[src/common/ahb_pkg.sv]
// ahb-lite bus widths, transfer enums and request/response structs
`default_nettype none

package ahb_pkg;

   localparam int unsigned haddr_width = 32;
   localparam int unsigned hdata_width = 32;

   // bit 1 set marks an active transfer
   typedef enum logic [1:0] {
      IDLE   = 2'b00,
      BUSY   = 2'b01,
      NONSEQ = 2'b10,
      SEQ    = 2'b11
   } htrans_e;

   typedef enum logic {
      OKAY  = 1'b0,
      ERROR = 1'b1
   } hresp_e;

   typedef enum logic [2:0] {
      BYTE = 3'b000,
      HALF = 3'b001,
      WORD = 3'b010
   } hsize_e;

   ////////////////////////////////////////////////////////////////////////////
   // master side
   ////////////////////////////////////////////////////////////////////////////

   typedef struct packed {
      logic [haddr_width-1:0] haddr;
      htrans_e                htrans;
      logic                   hwrite;
      hsize_e                 hsize;
      logic [2:0]             hburst; // passed through, no burst handling
      logic [3:0]             hprot;
      logic [hdata_width-1:0] hwdata; // valid one cycle after its address
   } ahb_mreq_t;

   typedef struct packed {
      logic [hdata_width-1:0] hrdata;
      logic                   hready;
      hresp_e                 hresp;
   } ahb_mrsp_t;

   ////////////////////////////////////////////////////////////////////////////
   // slave side
   ////////////////////////////////////////////////////////////////////////////

   typedef struct packed {
      logic                   hsel;
      logic [haddr_width-1:0] haddr;
      htrans_e                htrans;
      logic                   hwrite;
      hsize_e                 hsize;
      logic [2:0]             hburst;
      logic [3:0]             hprot;
      logic [hdata_width-1:0] hwdata;
      logic                   hready; // shared bus-ready
   } ahb_sreq_t;

   typedef struct packed {
      logic [hdata_width-1:0] hrdata;
      logic                   hreadyout;
      hresp_e                 hresp;
   } ahb_srsp_t;

endpackage

`default_nettype wire
[src/common/soc_map_pkg.sv]
// master and slave counts, master priorities and slave address map
`default_nettype none

package soc_map_pkg;

   localparam int unsigned num_masters = 2;
   localparam int unsigned num_slaves  = 10;

   typedef logic [0:0] mst_idx_t;
   typedef logic [3:0] slv_idx_t;

   // cpu core first, dma second
   localparam logic [2:0] mst_priority [num_masters] = '{3'd7, 3'd1};

   // region i hits when (haddr & slv_mask[i]) == slv_base[i]
   localparam logic [ahb_pkg::haddr_width-1:0] slv_base [num_slaves] = '{
      32'h0000_0000, 32'h2000_0000,                   // rom, ram
      32'h4000_0000, 32'h4000_0100,
      32'h4000_0200, 32'h4000_0300,                   // small register blocks
      32'h4000_0400,                                  // timer
      32'h4000_1000, 32'h4000_2000,                   // generic memories
      32'h5000_0000                                   // dma registers
   };

   localparam logic [ahb_pkg::haddr_width-1:0] slv_mask [num_slaves] = '{
      32'hE000_0000, 32'hE000_0000,
      32'hFFFF_FFE0, 32'hFFFF_FFE0,
      32'hFFFF_FFE0, 32'hFFFF_FFE0,
      32'hFFFF_FFC0,
      32'hFFFF_F000, 32'hFFFF_F000,
      32'hFFFF_F000
   };

   typedef struct packed {
      logic     hit;
      slv_idx_t slv;
   } dec_result_t;

endpackage

`default_nettype wire

[src/ahb_matrix/ahb_matrix_top.sv]
// two-master ten-slave ahb-lite matrix top, decoders, arbiter and switch
`timescale 1ns/1ps
`default_nettype none

module ahb_matrix_top (
   input  wire logic                                          hclk_i,
   input  wire logic                                          rst_n_i,
   input  ahb_pkg::ahb_mreq_t [soc_map_pkg::num_masters-1:0]  mst_req_i,
   output ahb_pkg::ahb_mrsp_t [soc_map_pkg::num_masters-1:0]  mst_rsp_o,
   output ahb_pkg::ahb_sreq_t [soc_map_pkg::num_slaves-1:0]   slv_req_o,
   input  ahb_pkg::ahb_srsp_t [soc_map_pkg::num_slaves-1:0]   slv_rsp_i
);

   logic [soc_map_pkg::num_masters-1:0]                   mst_active;
   logic [soc_map_pkg::num_masters-1:0]                   grant;
   soc_map_pkg::dec_result_t [soc_map_pkg::num_masters-1:0] dec;
   logic                                                  bus_ready;

   // one decoder per master, both run in parallel with the arbiter
   for (genvar m = 0; m < soc_map_pkg::num_masters; m++) begin : g_dec
      assign mst_active[m] = mst_req_i[m].htrans[1];  // NONSEQ or SEQ

      ahb_addr_decoder ahb_addr_decoder_inst (
         .haddr_i  ( mst_req_i[m].haddr ),
         .result_o ( dec[m]             )
      );
   end

   ahb_master_arbiter ahb_master_arbiter_inst (
      .hclk_i      ( hclk_i     ),
      .rst_n_i     ( rst_n_i    ),
      .req_i       ( mst_active ),
      .bus_ready_i ( bus_ready  ),
      .grant_o     ( grant      )
   );

   ahb_bus_switch ahb_bus_switch_inst (
      .hclk_i      ( hclk_i     ),
      .rst_n_i     ( rst_n_i    ),
      .mst_req_i   ( mst_req_i  ),
      .mst_rsp_o   ( mst_rsp_o  ),
      .grant_i     ( grant      ),
      .dec_i       ( dec        ),
      .slv_req_o   ( slv_req_o  ),
      .slv_rsp_i   ( slv_rsp_i  ),
      .bus_ready_o ( bus_ready  )  // also drives every slave hready
   );

endmodule

`default_nettype wire

[src/ahb_matrix/ahb_bus_switch.sv]
// bus switch: address/data phase routing, data-phase tracking, default error slave
`timescale 1ns/1ps
`default_nettype none

module ahb_bus_switch (
   input  wire logic                                                   hclk_i,
   input  wire logic                                                   rst_n_i,
   input  ahb_pkg::ahb_mreq_t         [soc_map_pkg::num_masters-1:0]   mst_req_i,
   output ahb_pkg::ahb_mrsp_t         [soc_map_pkg::num_masters-1:0]   mst_rsp_o,
   input  wire logic                  [soc_map_pkg::num_masters-1:0]   grant_i,
   input  soc_map_pkg::dec_result_t   [soc_map_pkg::num_masters-1:0]   dec_i,
   output ahb_pkg::ahb_sreq_t         [soc_map_pkg::num_slaves-1:0]    slv_req_o,
   input  ahb_pkg::ahb_srsp_t         [soc_map_pkg::num_slaves-1:0]    slv_rsp_i,
   output logic                                                        bus_ready_o
);

   typedef enum logic [1:0] {
      IDLE,
      ERR_FIRST,   // error with bus-ready low
      ERR_SECOND   // error with bus-ready high
   } dflt_state_e;

   dflt_state_e                        err_q;
   dflt_state_e                        err_d;

   soc_map_pkg::mst_idx_t              gnt_idx;
   ahb_pkg::ahb_mreq_t                 a_req;
   soc_map_pkg::dec_result_t           a_dec;
   logic                               a_active;
   logic                               a_accept;
   logic [soc_map_pkg::num_slaves-1:0] hsel_vec;

   logic                               dp_open;  // a data phase is in flight
   soc_map_pkg::mst_idx_t              dp_mst;
   soc_map_pkg::slv_idx_t              dp_slv;
   ahb_pkg::hresp_e                    dp_hresp;
   logic                               owns_dp;

   ////////////////////////////////////////////////////////////////////////////
   // address phase
   ////////////////////////////////////////////////////////////////////////////

   always_comb begin
      gnt_idx = '0;
      for (int m = 0; m < soc_map_pkg::num_masters; m++) begin
         if (grant_i[m]) begin
            gnt_idx = soc_map_pkg::mst_idx_t'(m);
         end
      end
   end

   assign a_req    = mst_req_i[gnt_idx];
   assign a_dec    = dec_i[gnt_idx];
   assign a_active = a_req.htrans inside {ahb_pkg::NONSEQ, ahb_pkg::SEQ};
   assign a_accept = a_active && bus_ready_o;

   always_comb begin
      for (int s = 0; s < soc_map_pkg::num_slaves; s++) begin
         hsel_vec[s]            = a_active && a_dec.hit &&
                                  (a_dec.slv == soc_map_pkg::slv_idx_t'(s));
         slv_req_o[s].hsel      = hsel_vec[s];
         slv_req_o[s].haddr     = a_req.haddr;   // address fields go to every slave
         slv_req_o[s].htrans    = a_req.htrans;
         slv_req_o[s].hwrite    = a_req.hwrite;
         slv_req_o[s].hsize     = a_req.hsize;
         slv_req_o[s].hburst    = a_req.hburst;
         slv_req_o[s].hprot     = a_req.hprot;
         slv_req_o[s].hwdata    = mst_req_i[dp_mst].hwdata; // data-phase owner
         slv_req_o[s].hready    = bus_ready_o;
      end
   end

   ////////////////////////////////////////////////////////////////////////////
   // data phase and default slave
   ////////////////////////////////////////////////////////////////////////////

   always_comb begin
      case (err_q)
         ERR_FIRST:  bus_ready_o = 1'b0;
         ERR_SECOND: bus_ready_o = 1'b1;
         default:    bus_ready_o = dp_open ? slv_rsp_i[dp_slv].hreadyout : 1'b1;
      endcase
   end

   always_comb begin
      case (err_q)
         ERR_FIRST: err_d = ERR_SECOND;
         default:   err_d = (a_accept && !a_dec.hit) ? ERR_FIRST : IDLE;
      endcase
   end

   assign dp_hresp = (err_q != IDLE) ? ahb_pkg::ERROR :
                     dp_open         ? slv_rsp_i[dp_slv].hresp : ahb_pkg::OKAY;

   always_ff @(posedge hclk_i) begin
      if (!rst_n_i) begin
         err_q   <= IDLE;
         dp_open <= 1'b0;
         dp_mst  <= '0;
         dp_slv  <= '0;
      end else begin
         err_q <= err_d;
         if (bus_ready_o) begin     // address phase accepted or bus idle
            dp_open <= a_active;
            dp_mst  <= gnt_idx;
            dp_slv  <= a_dec.slv;
         end
      end
   end

   // per-master response
   always_comb begin
      for (int m = 0; m < soc_map_pkg::num_masters; m++) begin
         owns_dp             = dp_open && (dp_mst == soc_map_pkg::mst_idx_t'(m));
         mst_rsp_o[m].hrdata = slv_rsp_i[dp_slv].hrdata;
         mst_rsp_o[m].hresp  = owns_dp ? dp_hresp : ahb_pkg::OKAY;
         if (owns_dp || grant_i[m]) begin
            mst_rsp_o[m].hready = bus_ready_o;
         end else if (mst_req_i[m].htrans inside {ahb_pkg::NONSEQ, ahb_pkg::SEQ}) begin
            mst_rsp_o[m].hready = 1'b0;  // waiting for the grant
         end else begin
            mst_rsp_o[m].hready = 1'b1;
         end
      end
   end

   ////////////////////////////////////////////////////////////////////////////
   // checks
   ////////////////////////////////////////////////////////////////////////////

   hsel_onehot_a : assert property (@(posedge hclk_i) disable iff (!rst_n_i)
      $onehot0(hsel_vec));

endmodule

`default_nettype wire

[src/ahb_matrix/ahb_master_arbiter.sv]
// fixed-priority master arbiter with grant hold on an idle bus
`timescale 1ns/1ps
`default_nettype none

module ahb_master_arbiter (
   input  wire logic                                hclk_i,
   input  wire logic                                rst_n_i,
   input  wire logic [soc_map_pkg::num_masters-1:0] req_i,
   input  wire logic                                bus_ready_i,
   output logic      [soc_map_pkg::num_masters-1:0] grant_o
);

   soc_map_pkg::mst_idx_t owner_q;  // last owner of the address phase
   soc_map_pkg::mst_idx_t owner_d;
   soc_map_pkg::mst_idx_t best;
   logic [2:0]            best_pri;
   logic                  found;

   // highest priority requester, ties go to the lower index
   always_comb begin
      found    = 1'b0;
      best     = owner_q;
      best_pri = '0;
      for (int m = 0; m < soc_map_pkg::num_masters; m++) begin
         if (req_i[m] && (!found || (soc_map_pkg::mst_priority[m] > best_pri))) begin
            found    = 1'b1;
            best     = soc_map_pkg::mst_idx_t'(m);
            best_pri = soc_map_pkg::mst_priority[m];
         end
      end
   end

   // grant only moves while the bus can take an address
   assign owner_d = (bus_ready_i && found) ? best : owner_q;

   always_comb begin
      grant_o          = '0;
      grant_o[owner_d] = 1'b1;
   end

   always_ff @(posedge hclk_i) begin
      if (!rst_n_i) begin
         owner_q <= '0;             // master 0 holds the bus out of reset
      end else if (bus_ready_i) begin
         owner_q <= owner_d;
      end
   end

   ////////////////////////////////////////////////////////////////////////////
   // checks
   ////////////////////////////////////////////////////////////////////////////

   grant_onehot_a : assert property (@(posedge hclk_i) disable iff (!rst_n_i)
      $onehot(grant_o));

   // stalled slave freezes the owner across cycles
   grant_stall_a : assert property (@(posedge hclk_i) disable iff (!rst_n_i)
      !bus_ready_i |-> $stable(grant_o));

endmodule

`default_nettype wire

[src/source/ahb_addr_decoder.sv]
// address decoder, one master's haddr to slave index and hit flag
`timescale 1ns/1ps
`default_nettype none

module ahb_addr_decoder (
   input  wire logic [ahb_pkg::haddr_width-1:0] haddr_i,
   output soc_map_pkg::dec_result_t             result_o
);

   logic [soc_map_pkg::num_slaves-1:0] region_hit;

   // one compare per region
   always_comb begin
      for (int i = 0; i < soc_map_pkg::num_slaves; i++) begin
         region_hit[i] = (haddr_i & soc_map_pkg::slv_mask[i]) == soc_map_pkg::slv_base[i];
      end
   end

   // walk downwards so the lowest hitting region is written last
   always_comb begin
      result_o.hit = 1'b0;
      result_o.slv = '0;
      for (int i = soc_map_pkg::num_slaves - 1; i >= 0; i--) begin
         if (region_hit[i]) begin
            result_o.hit = 1'b1;
            result_o.slv = soc_map_pkg::slv_idx_t'(i);
         end
      end
   end

   ////////////////////////////////////////////////////////////////////////////
   // checks
   ////////////////////////////////////////////////////////////////////////////

   // a hit never names a slave port that does not exist
   always_comb begin
      assert final (!result_o.hit || (result_o.slv < soc_map_pkg::num_slaves))
         else $error("decoder hit on slave index %0d", result_o.slv);
   end

endmodule

`default_nettype wire

[config.mk]
export PLATFORM = sky130hd
export DESIGN_NAME = ahb_matrix_top
export DESIGN_NICKNAME = d
export VERILOG_FILES = /design/src/common/ahb_pkg.sv /design/src/common/soc_map_pkg.sv /design/src/ahb_matrix/ahb_matrix_top.sv /design/src/ahb_matrix/ahb_bus_switch.sv /design/src/ahb_matrix/ahb_master_arbiter.sv /design/src/source/ahb_addr_decoder.sv
export SDC_FILE = /design/constraint.sdc
export NUM_CORES = 1
export LEC_CHECK = 0
export ABC_AREA = 1
export ABC_CLOCK_PERIOD_IN_PS = 4600
export BUFFER_PORTS_ARGS = -buffer_cell sky130_fd_sc_hd__buf_2
export CELL_PAD_IN_SITES_DETAIL_PLACEMENT = 1
export CELL_PAD_IN_SITES_GLOBAL_PLACEMENT = 2
export CORE_AREA = 3 3 519 521
export CTS_BUF_LIST = sky130_fd_sc_hd__clkbuf_8
export DETAILED_ROUTE_END_ITERATION = 10
export DIE_AREA = 0 0 522 524
export PLACE_DENSITY = 0.34
export SLEW_MARGIN = 40
export SYNTH_ARGS = -nofsm -noshare
export SYNTH_HDL_FRONTEND = slang
export SYNTH_SLANG_ARGS = --single-unit
[constraint.sdc]
create_clock -name hclk_i -period 4.6 [get_ports hclk_i]
set_clock_uncertainty 0.05 [all_clocks]
set_input_delay 0.23 -clock hclk_i [delete_from_list [all_inputs] [get_ports hclk_i]]
set_output_delay 0.23 -clock hclk_i [all_outputs]
set_load 0.1 [all_outputs]
==> out/results.ini, run 1 <==
[synth]
synth_edf_count = 0
ys_warn_count = 0
async_reset_ff_frac = 0
netlist_area_um2 = 10800
synthCells = 1816
yosysUniqueCellTypes = 38
seq_area_frac_synth = 0.0148
syn_nets = 2315
ys_seq_elements = 8
avgSynthCellArea_um2 = 5.96
synthFlopType = dfxtp_1

[die]
die_x_um = 522
initial_core_util = 0.0408
core_area_um2 = 265000
die_area_um2 = 274000
die_height_um = 524
fp-row-count = 189
pin_count = 1354

[clocking]
ctsResizeCount = 0
clk_latency_ps = 250
clockBufferDepth = 2
cts_sinks = 8
htree_levels = 1
cts_root_buffer = clkbuf_8
post_cts_buffers = 0
clk_pin_slew_ps = 60
cts_tree = yes
cts_hold_buf = 0
cts_buffers = 3

[route]
vias = 14441
ant_nets = 0
met3_wirelength_um = 8200
top_layer = met5
post_drt_wl_per_cell_um = 22.7
drt_first_iter_violations = 505
wl_um = 136000
route.detailed.drc = 0
first_pass_iters = 5
dr_wl_met2_um = 68300
vias_per_cell = 2.41
wl_met1_um = 57300

[setup_path]
crit_required_ps = 4320
ff2ff_path_depth = 14
cp_common_cell = nand2_1
cpPeakStageDelay_ps = 740
path_max_fanout = 35
start_kind = flop
r2r-end = ahb_bus_switch_inst.dp_slv[0]$_SDFFE_PN0P_
crit_chain = inv_6 > nand2_1 > nand2_1 > nand2_1 > nand3_1 > nand3_1 > nand2_4 > nand3_4 > nand2_4 > nand2_8 > inv_4 > nand2_1 > nand2_2 > nand2_1 > nor2_1 > buf_12
r2r_start = ahb_bus_switch_inst.dp_slv[0]$_SDFFE_PN0P_
arrival_ps = 3700
rrSetupSlack_ps = 1640
critPathSlowestCell = nor2_1
startpoint = ahb_bus_switch_inst.dp_slv[0]$_SDFFE_PN0P_
endpoint = slv_req_o[631]
critical_path_class = flop to output pin
worst_setup_path_end_kind = output pin

[sta]
timing.final.crit_period_ps = 3980
max_freq_mhz = 251
relSlewSlack = 0.363
finalSetupViolCount = 0
hold_viol_final = 0
tightest_slew_ps = 952
rsz0062_at_grt = no
fin_setup_tns_ps = 0
fin_crit_sh = 0.864
finalMaxSlewViolations = 0
fin_ws_ps = 624

[global_routing]
grt_usage = 0.0927
gr-total-overflow = 0
grt_pass1_vias = 15300
grt_antenna_before_repair = 92
grt_pass1_wl_um = 168000
grt_max_degree = 80

[cells_and_area]
final_nets = 2937
post-route-util = 0.0946
multi_input_area_um2 = 4570
seq_area_um2 = 170
syn_to_final_growth_pct = 132
drive_gt1_frac = 0.614
fillers = 31632

[placement]
hpwl_um = 124000
place.gp.congestion = 0.783
post-place-ws_ps = 794
port_buffers = 1353

[worst_hold_path]
min-delay-start = rst_n_i
hold_path.class = primary input to flop

[flow_run]
max_cap_viol_count = 0

[run_status]
status = complete, no violations

==> state kept, by name (all words and copies together), names as in the netlist <==
| register | cells |
|---|---|
| ahb_bus_switch_inst.dp_open | 1 |
| ahb_bus_switch_inst.dp_slv | 4 |
| ahb_bus_switch_inst.err_q | 2 |
| ahb_master_arbiter_inst.owner_q | 1 |
==> area by class of cell <==
class,count,area share
repair buffers,1433,0.620
multi-input cells,922,0.182
well taps,3533,0.176
inverters,70,0.0108
flip-flops and latches,8,0.00679
clock buffers,3,0.00165
diodes,16,0.00160
clock inverters,1,0.000150
==> per-stage QoR <==
| step | instances | hold slack (ps) | area, um^2 |
|---|---|---|---|
| 5_1_grt | 5972 | 155 | 25000 |
| 3_3_place_gp | 5965 | 400 | 24900 |
| 6_report | 5986 | 155 | 25100 |
| 3_5_place_dp | 5966 | 404 | 25000 |
| 4_1_cts | 5970 | 142 | 25000 |
| 2_1_floorplan | 1816 | 278 | 10800 |
==> synth_stat cells, drive strengths merged, types with 8 or more instances <==
| library cell | count | share of area |
|---|---|---|
| dfxtp | 8 | 0.015 |
| mux2i | 13 | 0.012 |
| clkbuf | 51 | 0.018 |
| buf | 765 | 0.52 |
| nand4 | 9 | 0.0052 |
| a21oi | 28 | 0.013 |
| nand2 | 312 | 0.11 |
| o21ai | 175 | 0.081 |
| o22ai | 13 | 0.0075 |
| nand3 | 50 | 0.026 |
| nor3 | 15 | 0.0083 |
| inv | 68 | 0.024 |
| a31o | 20 | 0.016 |
| o221ai | 52 | 0.042 |
| o211ai | 15 | 0.010 |
| nor2 | 208 | 0.074 |
==> worst min path at each step <==
stage                                              endpoint  cells after the start  slack [ps]
floorplan           ahb_bus_switch_inst.err_q[1]$_SDFF_PN0_                      2         280
detailed placement  ahb_bus_switch_inst.err_q[1]$_SDFF_PN0_                      3         400
CTS                 ahb_bus_switch_inst.err_q[1]$_SDFF_PN0_                      3         140
global placement    ahb_bus_switch_inst.err_q[1]$_SDFF_PN0_                      3         400
global route        ahb_bus_switch_inst.err_q[1]$_SDFF_PN0_                      3         160
finish              ahb_bus_switch_inst.err_q[1]$_SDFF_PN0_                      3         150
==> routing by layer <==
metal,GRT usage,vias up
met3,0.0178,145
met1,0.115,6860
met5,0,-
li1,-,6420
met2,0.169,990
met4,0.0105,26
==> logic make-up (layout without fill, tap and decap cells) <==
| group | Yosys count | in the layout | share of synthesized area |
|---|---|---|---|
| flip-flops | 8 | 8 | 0.0148 |
| other | 0 | 16 | 0 |
| adder cells (fa/ha/maj) | 3 | 3 | 0.00347 |
| multiplexers | 13 | 13 | 0.0120 |
| buffers and inverters | 886 | 1507 | 0.567 |
| AO/OA/AOI/OAI | 307 | 307 | 0.173 |
| AND/OR/NAND/NOR | 599 | 599 | 0.229 |
==> worst max-delay path: cells and delay by family, from the launching register on <==
kind / cells / cell delay [ps]
buffers and inverters: 3 / 840
flip-flops: 1 / 420
AND/OR/NAND/NOR: 13 / 2090
==> cells in the final DEF, fill, tap and decap left out, types with 16 or more instances in the layout <==
cell,count
buf_12,544
nor2_1,206
nand3_1,46
a31o_2,20
diode_2,16
buf_4,72
a21oi_1,27
o21ai_0,140
o21ai_1,28
o221ai_1,52
nand2_1,301
buf_2,815
inv_1,63
Power of run 1 is not shown: default switching activity piles up to over one toggle a cycle in this logic, so the estimate is an artifact.
==> run 2: changes to the inputs <==
Settings changed: ABC_CLOCK_PERIOD_IN_PS 4600 to 4340, CORE_AREA 3 3 519 521 to 3 3 522 524, DIE_AREA 0 0 522 524 to 0 0 525 527.
Clock period 4.6 ns to 4.34 ns, I/O delays scaled along.
==> run 2 against run 1 <==
Effect of this change:
- hold slack lost 6.7 ps
- non-clock buffer count grew 5
- setup slack improved by 110 ps
- final cell count increased by 0.42%
- die area is 1.2% higher
- final area decreased by 3.1%
- flip-flop and latch count is the same
- sequential share of layout area about the same
- first-iteration DRC count increased by 14%
- routed wire length is 0.23% lower
- critical endpoint is now mst_rsp_o[9]
- highest routed layer unchanged
==> out/results.ini, run 2 (synthesis results as in run 1) <==
[cells_and_area]
seq_area_um2 = 170
final_common_cell = buf_2
final_nets = 2942
top_register = ahb_bus_switch_inst.dp_slv
syn_to_final_growth_pct = 124
final_cells = 6011
top_regs = ahb_bus_switch_inst.dp_slv x4, ahb_bus_switch_inst.err_q x2
multi_input_area_um2 = 4580
fin_area_um2 = 24300
drive_gt1_frac = 0.616
largest_reg_flops = 4
fillers = 32024
mostFrequentLayoutCells = buf_2, buf_12, nand2_1, nor2_1, o21ai_0

[global_routing]
grt_pass1_vias = 15431
grt_antenna_before_repair = 95
grt_usage = 0.0932
grt_max_degree = 124
gr-total-overflow = 0
grt_pass1_wl_um = 172000

[setup_path]
start_kind = flop
critPathTopFamily = buffers and inverters
critPathBufInv = 3
path_max_fanout = 51
crit_required_ps = 4070
crit_chain = buf_4 > buf_4 > o21ai_0 > o221ai_1 > a31o_2 > buf_2
cpPeakStageDelay_ps = 580
cp_common_cell = buf_4
arrival_ps = 3340
worst_setup_path_end_kind = output pin
critical_path_class = flop to output pin
critPathSlowestCell = buf_4

[clocking]
htree_levels = 1
clk_latency_ps = 240
cts_tree = yes
cts_hold_buf = 0
cts_buffers = 3
clockBufferDepth = 2
clk_pin_slew_ps = 50
cts_sinks = 8
post_cts_buffers = 0
ctsResizeCount = 0
cts_root_buffer = clkbuf_8

[die]
initial_core_util = 0.0404
die_x_um = 525
core_area_um2 = 268000
pin_count = 1354
die_height_um = 527
fp-row-count = 190
die_area_um2 = 277000

[run_status]
status = complete, no violations

[placement]
placedCellCount = 5990
place.gp.congestion = 0.735
place_area_um2 = 24200
post-place-ws_ps = 756
port_buffers = 1353
hpwl_um = 123000

[route]
post_drt_wl_per_cell_um = 22.6
vias = 14402
vias_per_cell = 2.40
first_pass_iters = 5
wl_um = 136000
route.detailed.drc = 0
ant_nets = 0
drt_first_iter_violations = 574

[sta]
fin_ws_ps = 732
max_freq_mhz = 277
fin_crit_sh = 0.831
finalMaxSlewViolations = 0
fin_setup_tns_ps = 0
timing.final.crit_period_ps = 3610
relSlewSlack = 0.414
tightest_slew_ps = 877
rsz0062_at_grt = no
finalSetupViolCount = 0
hold_viol_final = 0

[flow_run]
max_cap_viol_count = 0

[worst_hold_path]
hold_path.class = primary input to flop

-- run 2: per-stage QoR --
step	util	hold WS, ps
3_5_place_dp	0.0903	390
2_1_floorplan	-	265
6_report	0.0907	148
4_1_cts	0.0905	136
5_1_grt	0.0905	153
3_3_place_gp	0.0900	382
-- run 2: final timing paths --
path / start / end / slack [ps] / depth (start not counted)
worst max register to register: ahb_bus_switch_inst.dp_slv[0]$_SDFFE_PN0P_ / ahb_bus_switch_inst.dp_slv[1]$_SDFFE_PN0P_ / 1440 / 10
worst min-delay path: rst_n_i / ahb_bus_switch_inst.err_q[1]$_SDFF_PN0_ / 150 / 3
worst max-delay path: ahb_bus_switch_inst.dp_slv[0]$_SDFFE_PN0P_ / mst_rsp_o[9] / 730 / 6
worst min register to register: ahb_bus_switch_inst.dp_open$_SDFFE_PN0P_ / ahb_bus_switch_inst.dp_open$_SDFFE_PN0P_ / 470 / 2
-- run 2: layout make-up --
| cell class | count | area share |
|---|---|---|
| clock inverter | 1 | 0.000155 |
| antenna | 17 | 0.00175 |
| inverter | 70 | 0.0112 |
| tap | 3552 | 0.183 |
| sequential | 8 | 0.00701 |
| multi-input combinational | 922 | 0.189 |
| clock buffer | 3 | 0.00170 |
| timing repair buffer | 1438 | 0.607 |
-- run 2: per-layer routing --
metal,GRT usage,routed length (um)
met4,0.00771,1470
met2,0.167,66900
met1,0.115,57600
met5,0,246
met3,0.0239,9500
-- run 2: worst reg2reg max path, cell delays in order, from the launching register on --
cell and delay [ps]:
dfxtp_4 440, inv_6 80, nand2_1 70, nand3_1 80, nand3_1 110, nand3_1 200, nand2_4 160, nand2_1 340
a21oi_1 690, o21ai_1 400, inv_1 200
Power of run 2 is left out for the same reason.
